<file path="src/source/exu_pkg.sv">
//==========================================================================
// Widths, vector types and opcodes shared by the execute stage.
// PCs are halfword addresses and bit 0 is always zero.
//==========================================================================
package exu_pkg;

   typedef logic [31:0] data_t;    // Operand or result word
   typedef logic [31:1] pc_t;      // Halfword-aligned PC
   typedef logic [12:1] brimm_t;   // Branch or JAL offset in halfwords
   typedef logic [3:0]  byp_t;     // One-hot {nb load, X, M load, R}

   typedef enum logic [3:0] {
      ADD    = 4'd0,
      SUB    = 4'd1,
      AND    = 4'd2,
      OR     = 4'd3,
      XOR    = 4'd4,
      SLL    = 4'd5,
      SRL    = 4'd6,
      SRA    = 4'd7,
      SLT    = 4'd8,
      SLTU   = 4'd9,
      PASS_B = 4'd10               // Immediate or rs2 straight through
   } alu_op_t;

   typedef enum logic [2:0] {
      NONE = 3'd0,                 // Not a control transfer
      BEQ  = 3'd1,
      BNE  = 3'd2,
      BLT  = 3'd3,
      BGE  = 3'd4,
      BLTU = 3'd5,
      BGEU = 3'd6,
      JAL  = 3'd7                  // Always actually taken
   } br_op_t;

   typedef enum logic [1:0] {
      MUL    = 2'd0,               // Low word
      MULH   = 2'd1,               // High word, signed x signed
      MULHU  = 2'd2,               // High word, unsigned x unsigned
      MULHSU = 2'd3                // High word, signed x unsigned
   } mul_op_t;

   // Next sequential PC, 4 bytes expressed in halfwords
   localparam pc_t PC4_INC = 31'd2;

endpackage

</file>
<file path="src/source/exu_operand_sel.sv">
//==========================================================================
// D-stage operand selection. Bypass selects must be one-hot or zero;
// several set bits OR their sources together.
//==========================================================================
`timescale 1ns/1ps

module exu_operand_sel
   import exu_pkg::*;
(
   input  byp_t  i_rs1_byp_d,      // rs1 bypass select
   input  byp_t  i_rs2_byp_d,      // rs2 bypass select
   input  logic  i_rs1_en_d,       // Qualify GPR rs1
   input  logic  i_rs2_en_d,       // Qualify GPR rs2
   input  logic  i_select_pc_d,    // PC as rs1
   input  pc_t   i_pc_d,
   input  data_t i_gpr_rs1_d,
   input  data_t i_gpr_rs2_d,
   input  data_t i_immed_d,
   input  data_t i_result_r,       // R-stage result
   input  data_t i_lsu_result_m,   // M-stage load result
   input  data_t i_result_x,       // X-stage result loop
   input  data_t i_lsu_nb_data,    // Non-blocking load data
   output data_t o_rs1_d,
   output data_t o_rs2_d
);

   logic  rs1_byp_en;
   logic  rs2_byp_en;
   data_t rs1_byp_data;
   data_t rs2_byp_data;

   assign rs1_byp_en = |i_rs1_byp_d;
   assign rs2_byp_en = |i_rs2_byp_d;

   // AND-OR select, no priority between sources
   assign rs1_byp_data = ({32{i_rs1_byp_d[0]}} & i_result_r)     |
                         ({32{i_rs1_byp_d[1]}} & i_lsu_result_m) |
                         ({32{i_rs1_byp_d[2]}} & i_result_x)     |
                         ({32{i_rs1_byp_d[3]}} & i_lsu_nb_data);

   assign rs2_byp_data = ({32{i_rs2_byp_d[0]}} & i_result_r)     |
                         ({32{i_rs2_byp_d[1]}} & i_lsu_result_m) |
                         ({32{i_rs2_byp_d[2]}} & i_result_x)     |
                         ({32{i_rs2_byp_d[3]}} & i_lsu_nb_data);

   always_comb begin
      if (rs1_byp_en) begin
         o_rs1_d = rs1_byp_data;
      end else if (i_select_pc_d) begin
         o_rs1_d = {i_pc_d, 1'b0};  // For JAL and AUIPC-style ops
      end else if (i_rs1_en_d) begin
         o_rs1_d = i_gpr_rs1_d;
      end else begin
         o_rs1_d = '0;
      end
   end

   always_comb begin
      if (rs2_byp_en) begin
         o_rs2_d = rs2_byp_data;
      end else if (i_rs2_en_d) begin
         o_rs2_d = i_gpr_rs2_d;
      end else begin
         o_rs2_d = i_immed_d;
      end
   end

   // Decode must never point one operand at two producers
   a_rs1_byp_onehot: assert final ($isunknown(i_rs1_byp_d) || $onehot0(i_rs1_byp_d));
   a_rs2_byp_onehot: assert final ($isunknown(i_rs2_byp_d) || $onehot0(i_rs2_byp_d));

endmodule

</file>
<file path="src/source/exu_alu.sv">
//==========================================================================
// X-stage ALU with branch resolution. D inputs load on i_x_en only.
// Result and upper flush are combinational from the X registers.
// JAL writes the byte address of the next sequential instruction.
//==========================================================================
`timescale 1ns/1ps

module exu_alu
   import exu_pkg::*;
(
   input  logic    clk,
   input  logic    i_rst,
   input  logic    i_x_en,            // X-stage load strobe
   input  logic    i_valid_d,
   input  logic    i_flush_lower_r,   // Kills the instruction entering X
   input  logic    i_pred_taken_d,
   input  alu_op_t i_op_d,
   input  br_op_t  i_br_op_d,
   input  data_t   i_a_d,
   input  data_t   i_b_d,
   input  pc_t     i_pc_d,
   input  brimm_t  i_brimm_d,
   output data_t   o_result_x,
   output pc_t     o_pc_x,
   output logic    o_br_valid_x,
   output logic    o_actual_taken_x,
   output logic    o_flush_upper_x,   // Direction mispredict
   output pc_t     o_flush_path_x
);

   logic    valid_x;
   alu_op_t op_x;
   br_op_t  br_op_x;
   logic    pred_taken_x;
   data_t   a_x;
   data_t   b_x;
   pc_t     pc_x;
   brimm_t  brimm_x;
   data_t   alu_out;
   logic    eq;
   logic    lt;
   logic    ltu;
   pc_t     offset_x;

   always_ff @(posedge clk) begin
      if (i_rst) begin
         valid_x      <= 1'b0;
         op_x         <= ADD;
         br_op_x      <= NONE;
         pred_taken_x <= 1'b0;
      end else if (i_x_en) begin
         valid_x      <= i_valid_d & ~i_flush_lower_r;
         op_x         <= i_op_d;
         br_op_x      <= i_br_op_d;
         pred_taken_x <= i_pred_taken_d;
      end
   end

   always_ff @(posedge clk) begin
      if (i_x_en) begin
         a_x     <= i_a_d;
         b_x     <= i_b_d;
         pc_x    <= i_pc_d;
         brimm_x <= i_brimm_d;
      end
   end

   assign eq  = (a_x == b_x);
   assign lt  = ($signed(a_x) < $signed(b_x));
   assign ltu = (a_x < b_x);

   always_comb begin
      case (op_x)
         ADD:     alu_out = a_x + b_x;
         SUB:     alu_out = a_x - b_x;
         AND:     alu_out = a_x & b_x;
         OR:      alu_out = a_x | b_x;
         XOR:     alu_out = a_x ^ b_x;
         SLL:     alu_out = a_x << b_x[4:0];
         SRL:     alu_out = a_x >> b_x[4:0];
         SRA:     alu_out = data_t'($signed(a_x) >>> b_x[4:0]);
         SLT:     alu_out = {31'd0, lt};
         SLTU:    alu_out = {31'd0, ltu};
         default: alu_out = b_x;  // PASS_B
      endcase
   end

   // Link address for JAL
   assign o_result_x = (br_op_x == JAL) ? {pc_x + PC4_INC, 1'b0} : alu_out;
   assign o_pc_x     = pc_x;

   always_comb begin
      case (br_op_x)
         BEQ:     o_actual_taken_x = eq;
         BNE:     o_actual_taken_x = ~eq;
         BLT:     o_actual_taken_x = lt;
         BGE:     o_actual_taken_x = ~lt;
         BLTU:    o_actual_taken_x = ltu;
         BGEU:    o_actual_taken_x = ~ltu;
         JAL:     o_actual_taken_x = 1'b1;
         default: o_actual_taken_x = 1'b0;
      endcase
   end

   assign o_br_valid_x    = valid_x & (br_op_x != NONE);
   assign o_flush_upper_x = o_br_valid_x & (o_actual_taken_x ^ pred_taken_x);

   assign offset_x       = {{19{brimm_x[12]}}, brimm_x};  // Sign extend
   assign o_flush_path_x = o_actual_taken_x ? (pc_x + offset_x) : (pc_x + PC4_INC);

   // A new mispredict needs a valid branch loaded by the previous edge
   a_flush_from_branch: assert property (@(posedge clk) disable iff (i_rst)
      $rose(o_flush_upper_x) |->
         $past(i_x_en && i_valid_d && !i_flush_lower_r && (i_br_op_d != NONE)));

   // A non-branch entering X never looks like a branch
   a_no_branch_none: assert property (@(posedge clk) disable iff (i_rst)
      $past(i_x_en) && $past(i_br_op_d == NONE) |-> !o_br_valid_x);

endmodule

</file>
<file path="src/source/exu_mul.sv">
//==========================================================================
// 32x32 multiplier, product formed at D and one word registered at X.
// Operands read as zero when the unit is not selected.
//==========================================================================
`timescale 1ns/1ps

module exu_mul
   import exu_pkg::*;
(
   input  logic    clk,
   input  logic    i_rst,
   input  logic    i_x_en,       // X-stage load strobe
   input  logic    i_valid_d,
   input  mul_op_t i_op_d,
   input  data_t   i_a_d,
   input  data_t   i_b_d,
   output logic    o_valid_x,
   output data_t   o_result_x
);

   data_t              a_g;
   data_t              b_g;
   logic               a_sign;
   logic               b_sign;
   logic signed [32:0] a_ext;
   logic signed [32:0] b_ext;
   logic signed [63:0] prod;

   // Quiet the array when no multiply is issued
   assign a_g = i_a_d & {32{i_valid_d}};
   assign b_g = i_b_d & {32{i_valid_d}};

   assign a_sign = (i_op_d == MULH) | (i_op_d == MULHSU);
   assign b_sign = (i_op_d == MULH);

   assign a_ext = {a_sign & a_g[31], a_g};
   assign b_ext = {b_sign & b_g[31], b_g};
   assign prod  = a_ext * b_ext;  // Low 64 bits are exact for all sign mixes

   always_ff @(posedge clk) begin
      if (i_rst) begin
         o_valid_x <= 1'b0;
      end else if (i_x_en) begin
         o_valid_x <= i_valid_d;
      end
   end

   always_ff @(posedge clk) begin
      if (i_x_en) begin
         o_result_x <= (i_op_d == MUL) ? prod[31:0] : prod[63:32];
      end
   end

endmodule

</file>
<file path="src/source/exu_ghr.sv">
//==========================================================================
// Global branch history, speculative at D and committed at X.
// Restore priority at D is lower flush, then upper flush, then shift.
// GHR_SIZE is legal from 2 to 16.
//==========================================================================
`timescale 1ns/1ps

module exu_ghr
   import exu_pkg::*;
#(
   parameter int GHR_SIZE = 8
) (
   input  logic                clk,
   input  logic                i_rst,
   input  logic                i_x_en,
   input  logic                i_br_valid_d,
   input  logic                i_pred_taken_d,
   input  logic                i_br_valid_x,
   input  logic                i_actual_taken_x,
   input  logic                i_flush_upper_x,
   input  logic                i_flush_lower_r,
   output logic [GHR_SIZE-1:0] o_ghr_d,
   output logic [GHR_SIZE-1:0] o_ghr_x
);

   logic [GHR_SIZE-1:0] ghr_x_ns;
   logic [GHR_SIZE-1:0] ghr_d_ns;

   // Committed history takes the resolved direction
   assign ghr_x_ns = (i_br_valid_x & i_x_en) ? {o_ghr_x[GHR_SIZE-2:0], i_actual_taken_x}
                                              : o_ghr_x;

   always_comb begin
      if (i_flush_lower_r) begin
         ghr_d_ns = o_ghr_x;        // Trap drops everything past X
      end else if (i_flush_upper_x) begin
         ghr_d_ns = ghr_x_ns;       // Keeps the resolved branch
      end else if (i_br_valid_d & i_x_en) begin
         ghr_d_ns = {o_ghr_d[GHR_SIZE-2:0], i_pred_taken_d};
      end else begin
         ghr_d_ns = o_ghr_d;
      end
   end

   always_ff @(posedge clk) begin
      if (i_rst) begin
         o_ghr_x <= '0;
         o_ghr_d <= '0;
      end else begin
         o_ghr_x <= ghr_x_ns;
         o_ghr_d <= ghr_d_ns;
      end
   end

   // After a mispredict alone both copies agree, so no D shift slipped in
   a_upper_restore: assert property (@(posedge clk) disable iff (i_rst)
      i_flush_upper_x && !i_flush_lower_r |=> (o_ghr_d == o_ghr_x));

endmodule

</file>
<file path="src/source/exu_top.sv">
//==========================================================================
// Single-issue integer execute stage. All X state loads on i_x_en.
// Final flush is combinational; the lower (trap) flush wins over the
// upper (mispredict) flush. ALU and multiplier never issue together.
//==========================================================================
`timescale 1ns/1ps

module exu_top
   import exu_pkg::*;
#(
   parameter int GHR_SIZE = 8
) (
   input  logic                clk,
   input  logic                i_rst,
   input  logic                i_x_en,             // X-stage enable strobe
   input  logic                i_alu_valid_d,
   input  alu_op_t             i_alu_op_d,
   input  br_op_t              i_br_op_d,
   input  logic                i_pred_taken_d,
   input  pc_t                 i_pc_d,
   input  brimm_t              i_brimm_d,
   input  logic                i_mul_valid_d,
   input  mul_op_t             i_mul_op_d,
   input  byp_t                i_rs1_byp_d,
   input  byp_t                i_rs2_byp_d,
   input  logic                i_rs1_en_d,
   input  logic                i_rs2_en_d,
   input  logic                i_select_pc_d,
   input  data_t               i_gpr_rs1_d,
   input  data_t               i_gpr_rs2_d,
   input  data_t               i_immed_d,
   input  data_t               i_result_r,
   input  data_t               i_lsu_result_m,
   input  data_t               i_lsu_nb_data,
   input  logic                i_flush_lower_r,    // Trap flush from R
   input  pc_t                 i_flush_path_r,
   output data_t               o_result_x,
   output pc_t                 o_pc_x,
   output logic                o_mul_valid_x,
   output logic                o_flush_final,
   output pc_t                 o_flush_path_final,
   output logic [GHR_SIZE-1:0] o_ghr_d,
   output logic [GHR_SIZE-1:0] o_ghr_x
);

   data_t rs1_d;
   data_t rs2_d;
   data_t alu_result_x;
   data_t mul_result_x;
   logic  br_valid_d;
   logic  br_valid_x;
   logic  actual_taken_x;
   logic  flush_upper_x;
   pc_t   flush_path_x;

   assign br_valid_d = i_alu_valid_d & (i_br_op_d != NONE);

   exu_operand_sel u_operand_sel (
      .i_rs1_byp_d   (i_rs1_byp_d),
      .i_rs2_byp_d   (i_rs2_byp_d),
      .i_rs1_en_d    (i_rs1_en_d),
      .i_rs2_en_d    (i_rs2_en_d),
      .i_select_pc_d (i_select_pc_d),
      .i_pc_d        (i_pc_d),
      .i_gpr_rs1_d   (i_gpr_rs1_d),
      .i_gpr_rs2_d   (i_gpr_rs2_d),
      .i_immed_d     (i_immed_d),
      .i_result_r    (i_result_r),
      .i_lsu_result_m(i_lsu_result_m),
      .i_result_x    (o_result_x),      // X result loops back
      .i_lsu_nb_data (i_lsu_nb_data),
      .o_rs1_d       (rs1_d),
      .o_rs2_d       (rs2_d)
   );

   exu_alu u_alu (
      .clk             (clk),
      .i_rst           (i_rst),
      .i_x_en          (i_x_en),
      .i_valid_d       (i_alu_valid_d),
      .i_flush_lower_r (i_flush_lower_r),
      .i_pred_taken_d  (i_pred_taken_d),
      .i_op_d          (i_alu_op_d),
      .i_br_op_d       (i_br_op_d),
      .i_a_d           (rs1_d),
      .i_b_d           (rs2_d),
      .i_pc_d          (i_pc_d),
      .i_brimm_d       (i_brimm_d),
      .o_result_x      (alu_result_x),
      .o_pc_x          (o_pc_x),
      .o_br_valid_x    (br_valid_x),
      .o_actual_taken_x(actual_taken_x),
      .o_flush_upper_x (flush_upper_x),
      .o_flush_path_x  (flush_path_x)
   );

   exu_mul u_mul (
      .clk       (clk),
      .i_rst     (i_rst),
      .i_x_en    (i_x_en),
      .i_valid_d (i_mul_valid_d),
      .i_op_d    (i_mul_op_d),
      .i_a_d     (rs1_d),
      .i_b_d     (rs2_d),
      .o_valid_x (o_mul_valid_x),
      .o_result_x(mul_result_x)
   );

   exu_ghr #(
      .GHR_SIZE(GHR_SIZE)
   ) u_ghr (
      .clk             (clk),
      .i_rst           (i_rst),
      .i_x_en          (i_x_en),
      .i_br_valid_d    (br_valid_d),
      .i_pred_taken_d  (i_pred_taken_d),
      .i_br_valid_x    (br_valid_x),
      .i_actual_taken_x(actual_taken_x),
      .i_flush_upper_x (flush_upper_x),
      .i_flush_lower_r (i_flush_lower_r),
      .o_ghr_d         (o_ghr_d),
      .o_ghr_x         (o_ghr_x)
   );

   assign o_result_x = o_mul_valid_x ? mul_result_x : alu_result_x;

   // Oldest flush source picks the redirect
   assign o_flush_final      = i_flush_lower_r | flush_upper_x;
   assign o_flush_path_final = i_flush_lower_r ? i_flush_path_r : flush_path_x;

   // Shared result port relies on exclusive issue
   a_alu_mul_excl: assert property (@(posedge clk) disable iff (i_rst)
      i_x_en |-> !(i_alu_valid_d && i_mul_valid_d));

endmodule

</file>
<file path="config.mk">
export PLATFORM = sky130hd
export DESIGN_NAME = exu_top
export DESIGN_NICKNAME = d
export VERILOG_FILES = /design/src/source/exu_pkg.sv /design/src/source/exu_operand_sel.sv /design/src/source/exu_alu.sv /design/src/source/exu_mul.sv /design/src/source/exu_ghr.sv /design/src/source/exu_top.sv
export SDC_FILE = /design/constraint.sdc
export NUM_CORES = 2
export LEC_CHECK = 0
export BUFFER_PORTS_ARGS = -buffer_cell sky130_fd_sc_hd__clkbuf_2
export CAP_MARGIN = 20
export CORE_MARGIN = 2
export CORE_UTILIZATION = 59
export CTS_BUF_LIST = sky130_fd_sc_hd__clkbuf_2
export DETAILED_ROUTE_END_ITERATION = 6
export GPL_TIMING_DRIVEN = 0
export PLACE_DENSITY = 0.81
export SLEW_MARGIN = 20
export SYNTH_ARGS = -nofsm -noshare
export SYNTH_HDL_FRONTEND = slang
export SYNTH_HIERARCHICAL = 1
export SYNTH_SLANG_ARGS = --single-unit
export TNS_END_PERCENT = 10
</file>
<file path="constraint.sdc">
create_clock -name clk -period 13.5 [get_ports clk]
set_clock_uncertainty 0.1 [all_clocks]
set_input_delay 0.675 -clock clk [delete_from_list [all_inputs] [get_ports clk]]
set_output_delay 0.675 -clock clk [all_outputs]
set_load 0.02 [all_outputs]
</file>
==> results of run 1 <==
## layer usage
metal / overflow / global-route usage [%]
met5: 0 / 19.05
met4: 144 / 66.67
met3: 10 / 56.24
met2: 161 / 90.17
met1: 5 / 74.04
## metrics by stage
step,hold slack [ns],cell area (µm²),setup TNS [ns]
after floorplan,0.3466,59050,0
after global placement,0.3602,62640,-117.68
after detailed placement,0.3934,63440,-111.80
after CTS,0.03103,65100,0
## what timing repair did
action,CTS
pin swaps,15
endpoints found under the hold margin,59
endpoints found under the setup margin,32
resized for setup,259
hold buffers,55
buffers inserted,24
gates cloned,0
## kinds of logic after synthesis
| group | share of synthesized area (%) |
|---|---|
| AOI/OAI and AO/OA | 14.01 |
| xor gates and xnor gates | 1.973 |
| adders and majority gates | 45.49 |
| buffers and inverters | 11.11 |
| DFF | 7.950 |
| muxes | 4.047 |
| and+or+nand+nor | 15.43 |
==> results.py, run 1 <==
metrics = {
    "yosys": {
        "synth_edf_count": 139,
        "yosysWarnings": 6,
        "synth.most_common_cell": "inv_1",
        "yosys.area.top_type": "fa_1",
        "synthTopCellsByArea": "fa_1, inv_1, ha_1",
        "synth_seq_area_share_pct": 7.950,
        "postSynthAreaPerCell_um2": 8.713,
        "synth_area_mm2": 0.05905,
        "ys_ff_latch": 165,
        "synthFlopType": "edfxtp_1",
        "yosysTopAreaCellShare_pct": 38.24,
        "syn_inst": 6777,
        "synthDistinctLibCells": 101,
        "ys_top_cells_by_count": "inv_1, fa_1, nand2_1, clkbuf_1, and3_1",
        "ys_async_sr_fraction_pct": 0,
        "syn_nets": 8540,
    },
    "placement": {
        "hpwl_mm": 264.7,
        "placed_cells": 8499,
        "post-place-ws_ns": -4.624,
        "gp_congestion": 1.243,
        "io_buffers": 393,
    },
    "global_route": {
        "grt_pass1_vias": 68120,
        "grt_overflow_total": 320,
        "grt_pass1_wl_mm": 530.8,
        "grt_max_degree": 96,
        "grt_usage_pct": 72.17,
    },
    "run_status": {
        "error": "[ERROR GRT-0116] Global routing finished with congestion. Check the congestion regions in the DRC Viewer.",
        "haltStage": "5_1_grt",
        "status": "stopped before the end",
    },
    "floorplanning": {
        "ios": 405,
        "rows": 116,
        "die_w_um": 320.4,
        "start_util_pct": 59.22,
        "fp.dieH_um": 320.4,
    },
    "clocking": {
        "cts_max_path_buffers": 2,
        "root_buffer": "clkbuf_2",
        "cts_buffers": 17,
        "cts.htree.levels": 4,
        "cts_sinks": 165,
    },
}
==> run 2, diff against run 1 <==
--- a/config.mk
+++ b/config.mk
@@ -8,11 +8,10 @@
 export BUFFER_PORTS_ARGS = -buffer_cell sky130_fd_sc_hd__clkbuf_2
 export CAP_MARGIN = 20
 export CORE_MARGIN = 2
-export CORE_UTILIZATION = 59
-export CTS_BUF_LIST = sky130_fd_sc_hd__clkbuf_2
+export CORE_UTILIZATION = 40
 export DETAILED_ROUTE_END_ITERATION = 6
 export GPL_TIMING_DRIVEN = 0
-export PLACE_DENSITY = 0.81
+export PLACE_DENSITY_LB_ADDON = 0.15
 export SLEW_MARGIN = 20
 export SYNTH_ARGS = -nofsm -noshare
 export SYNTH_HDL_FRONTEND = slang
==> constraint.sdc (replaced) <==
create_clock -name clk -period 17.6 [get_ports clk]
set_clock_uncertainty 0.1 [all_clocks]
set_input_delay 0.88 -clock clk [delete_from_list [all_inputs] [get_ports clk]]
set_output_delay 0.88 -clock clk [all_outputs]
set_load 0.02 [all_outputs]
==> run 2 against run 1 <==
Net effect:
- the flow now finishes, with violations (design-rule violations)
- area after synthesis is the same
- synthesized cell count unchanged
==> results.py, run 2 <==
metrics = {
    "timing": {
        "rsz0062_at_grt": "false",
        "slew_headroom_pct": 13.04,
        "fin_crit_ns": 17.27,
        "finalHoldViolCount": 0,
        "setup_viol": 0,
        "tightest_slew_ns": 1.304,
        "post-route-period-util_pct": 98.15,
        "max_freq_mhz": 57.89,
        "report.final.slew_viol_count": 0,
        "setup_ws_ns": 0.3253,
    },
    "setup_path": {
        "max_stage_delay_ns": 0.88,
        "timing.rr.end": "u_mul/o_result_x[15]$_DFFE_PP_",
        "timing.rr.start": "u_alu/b_x[1]$_DFFE_PP_",
        "regToRegSetupSlack_ns": 0.33,
        "worstSetupStartpoint": "u_alu/b_x[1]$_DFFE_PP_",
        "crit_top_cell": "fa_1",
        "critPathMaxFanout": 10,
        "path_class": "reg -> reg",
        "cp-start-kind": "register",
        "cp_data_required_time_ns": 17.69,
        "cp_slowest_cell": "clkbuf_1",
        "crit_end": "u_mul/o_result_x[15]$_DFFE_PP_",
        "cp-end-kind": "register",
        "r2r_cells": 44,
        "arrival_ns": 17.37,
    },
    "final_layout": {
        "fill_cells": 14990,
        "layout-drive-gt1-share_pct": 11.42,
        "multiInputGateArea_mm2": 0.04841,
        "regArea_mm2": 0.004695,
        "final_common_cell": "inv_1",
        "top_regs": "u_alu/a_x x32, u_alu/b_x x32, u_mul/o_result_x x32",
        "synthToLayoutAreaGrowth_pct": 11.17,
        "fin_nets": 8999,
        "layout_common_cells": "inv_1, fa_1, nand2_1",
    },
    "placement": {
        "gp_congestion": 1.081,
        "hpwl_mm": 293.5,
        "post-place-ws_ns": -1.156,
        "io_buffers": 393,
    },
    "yosys": {
        "synthFlopType": "edfxtp_1",
        "synth_edf_count": 139,
        "synth_seq_area_share_pct": 7.950,
        "yosysTopAreaCellShare_pct": 38.24,
        "synthDistinctLibCells": 101,
        "postSynthAreaPerCell_um2": 8.713,
        "ys_top_cells_by_count": "inv_1, fa_1, nand2_1, clkbuf_1, and3_1",
        "synthTopCellsByArea": "fa_1, inv_1, ha_1",
        "syn_inst": 6777,
        "ys_async_sr_fraction_pct": 0,
        "synth_area_mm2": 0.05905,
        "synth.most_common_cell": "inv_1",
        "syn_nets": 8540,
        "yosys.area.top_type": "fa_1",
        "yosysWarnings": 6,
        "ys_ff_latch": 165,
    },
    "floorplanning": {
        "die_w_um": 388.2,
        "start_util_pct": 40.42,
        "rows": 140,
        "die_area_mm2": 0.1507,
        "coreArea_mm2": 0.1461,
        "fp.dieH_um": 388.2,
        "ios": 405,
    },
    "clocking": {
        "cts_hold_buffers": 0,
        "path_clk_slew_ns": 0.09,
        "cts_max_path_buffers": 2,
        "clk_latency_ns": 0.53,
        "cts_tree": "yes",
        "cts.htree.levels": 4,
        "root_buffer": "clkbuf_16",
        "cts_buffers": 17,
        "cts_sinks": 165,
    },
    "global_route": {
        "antenna_found_initial": 67,
        "grt_usage_pct": 46.42,
        "grt_pass1_wl_mm": 480.3,
        "grt_max_degree": 65,
        "grt_pass1_vias": 58730,
        "grt_overflow_total": 0,
    },
    "routing": {
        "routed_via_density": 6.307,
        "highest_layer": "met5",
        "drcViolationCount": 6,
        "vias": 58050,
        "routed_wl_mm": 353.3,
        "wl_met3_mm": 33.18,
        "wl_met2_mm": 156.1,
        "dr.pass1.iters": 7,
        "wl_met1_mm": 126.2,
        "wire_per_inst_um": 38.38,
        "postRouteAntennaNets": 0,
        "first_iter_violations": 7185,
    },
    "run_status": {
        "violations": "design-rule violations",
        "status": "complete, but fails checks",
    },
    "hold_path": {
        "min_path_type": "reg -> reg",
    },
    "flow_run": {
        "maxCapViolCount": 0,
    },
}
-- run 2: cell counts after synthesis --
No cell type changed its count.
-- run 2: critical path: cells and delay by family (launching register included) --
family,cells,cell delay [ns]
simple gates,2,0.46
buf+inv,12,4.60
xor+xnor,1,0.55
flops,1,0.46
fa+ha+maj,9,4.84
mux,3,1.16
compound gates,17,4.72
-- run 2: repair_timing --
item                       CTS  global route
setup endpoints to repair   20            15
resized for setup            5            23
buffers inserted             0             3
cloned                       0             0
pin swaps                    0             1
-- run 2: logic make-up after synthesis --
group | synth area share (%)
fa+ha+maj | 45.49
simple gates | 15.43
compound gates | 14.01
mux | 4.047
flops | 7.950
xor+xnor | 1.973
buf+inv | 11.11
-- run 2: area by class of cell --
| class | count | area share (%) |
|---|---|---|
| Antenna cell | 38 | 0.1448 |
| Buffer | 480 | 3.208 |
| Timing Repair Buffer | 441 | 4.271 |
| Sequential cell | 165 | 7.151 |
| Clock inverter | 14 | 0.2878 |
| Tap cell | 1917 | 3.654 |
| Clock buffer | 18 | 0.6537 |
| Inverter | 1203 | 6.890 |
| Multi-Input combinational cell | 4928 | 73.74 |
-- run 2: stage by stage --
step | instance area, µm² | TNS (ns) | util (%) | std cells | hold slack, ns
final | 65650 | 0 | 44.94 | 9204 | 0.4056
after floorplan | 59050 | 0 | - | 6777 | 0.3466
after CTS | 65450 | 0 | 44.80 | 9161 | 0.3970
after global placement | 63420 | -17.36 | 43.41 | 9087 | 0.3671
after detailed placement | 64830 | -9.451 | 44.38 | 9130 | 0.3856
after global routing | 65580 | 0 | 44.89 | 9175 | 0.4207
-- run 2: worst min path at each step --
stage	depth (start not counted)	slack, ns	to	startpoint
floorplan	2	0.35	u_alu/valid_x$_SDFFE_PP0P_	u_alu/valid_x$_SDFFE_PP0P_
global placement	2	0.37	u_alu/valid_x$_SDFFE_PP0P_	u_alu/valid_x$_SDFFE_PP0P_
detailed placement	2	0.39	u_alu/valid_x$_SDFFE_PP0P_	u_alu/valid_x$_SDFFE_PP0P_
CTS	2	0.40	u_alu/valid_x$_SDFFE_PP0P_	u_alu/valid_x$_SDFFE_PP0P_
global route	1	0.42	u_alu/brimm_x[1]$_DFFE_PP_	i_brimm_d[1]
finish	2	0.41	u_alu/valid_x$_SDFFE_PP0P_	u_alu/valid_x$_SDFFE_PP0P_
-- run 2: routing by layer --
| layer | vias up | global-route usage [%] |
|---|---|---|
| met3 | 1233 | 10.90 |
| met1 | 29850 | 54.31 |
| met2 | 3979 | 71.20 |
| met4 | 34 | 41.34 |
| met5 | - | 0 |
| li1 | 22950 | - |
Power of run 2 is left out: the tool's default activity adds up to more than one toggle a clock period on the data nets, which glitch-free logic cannot reach.
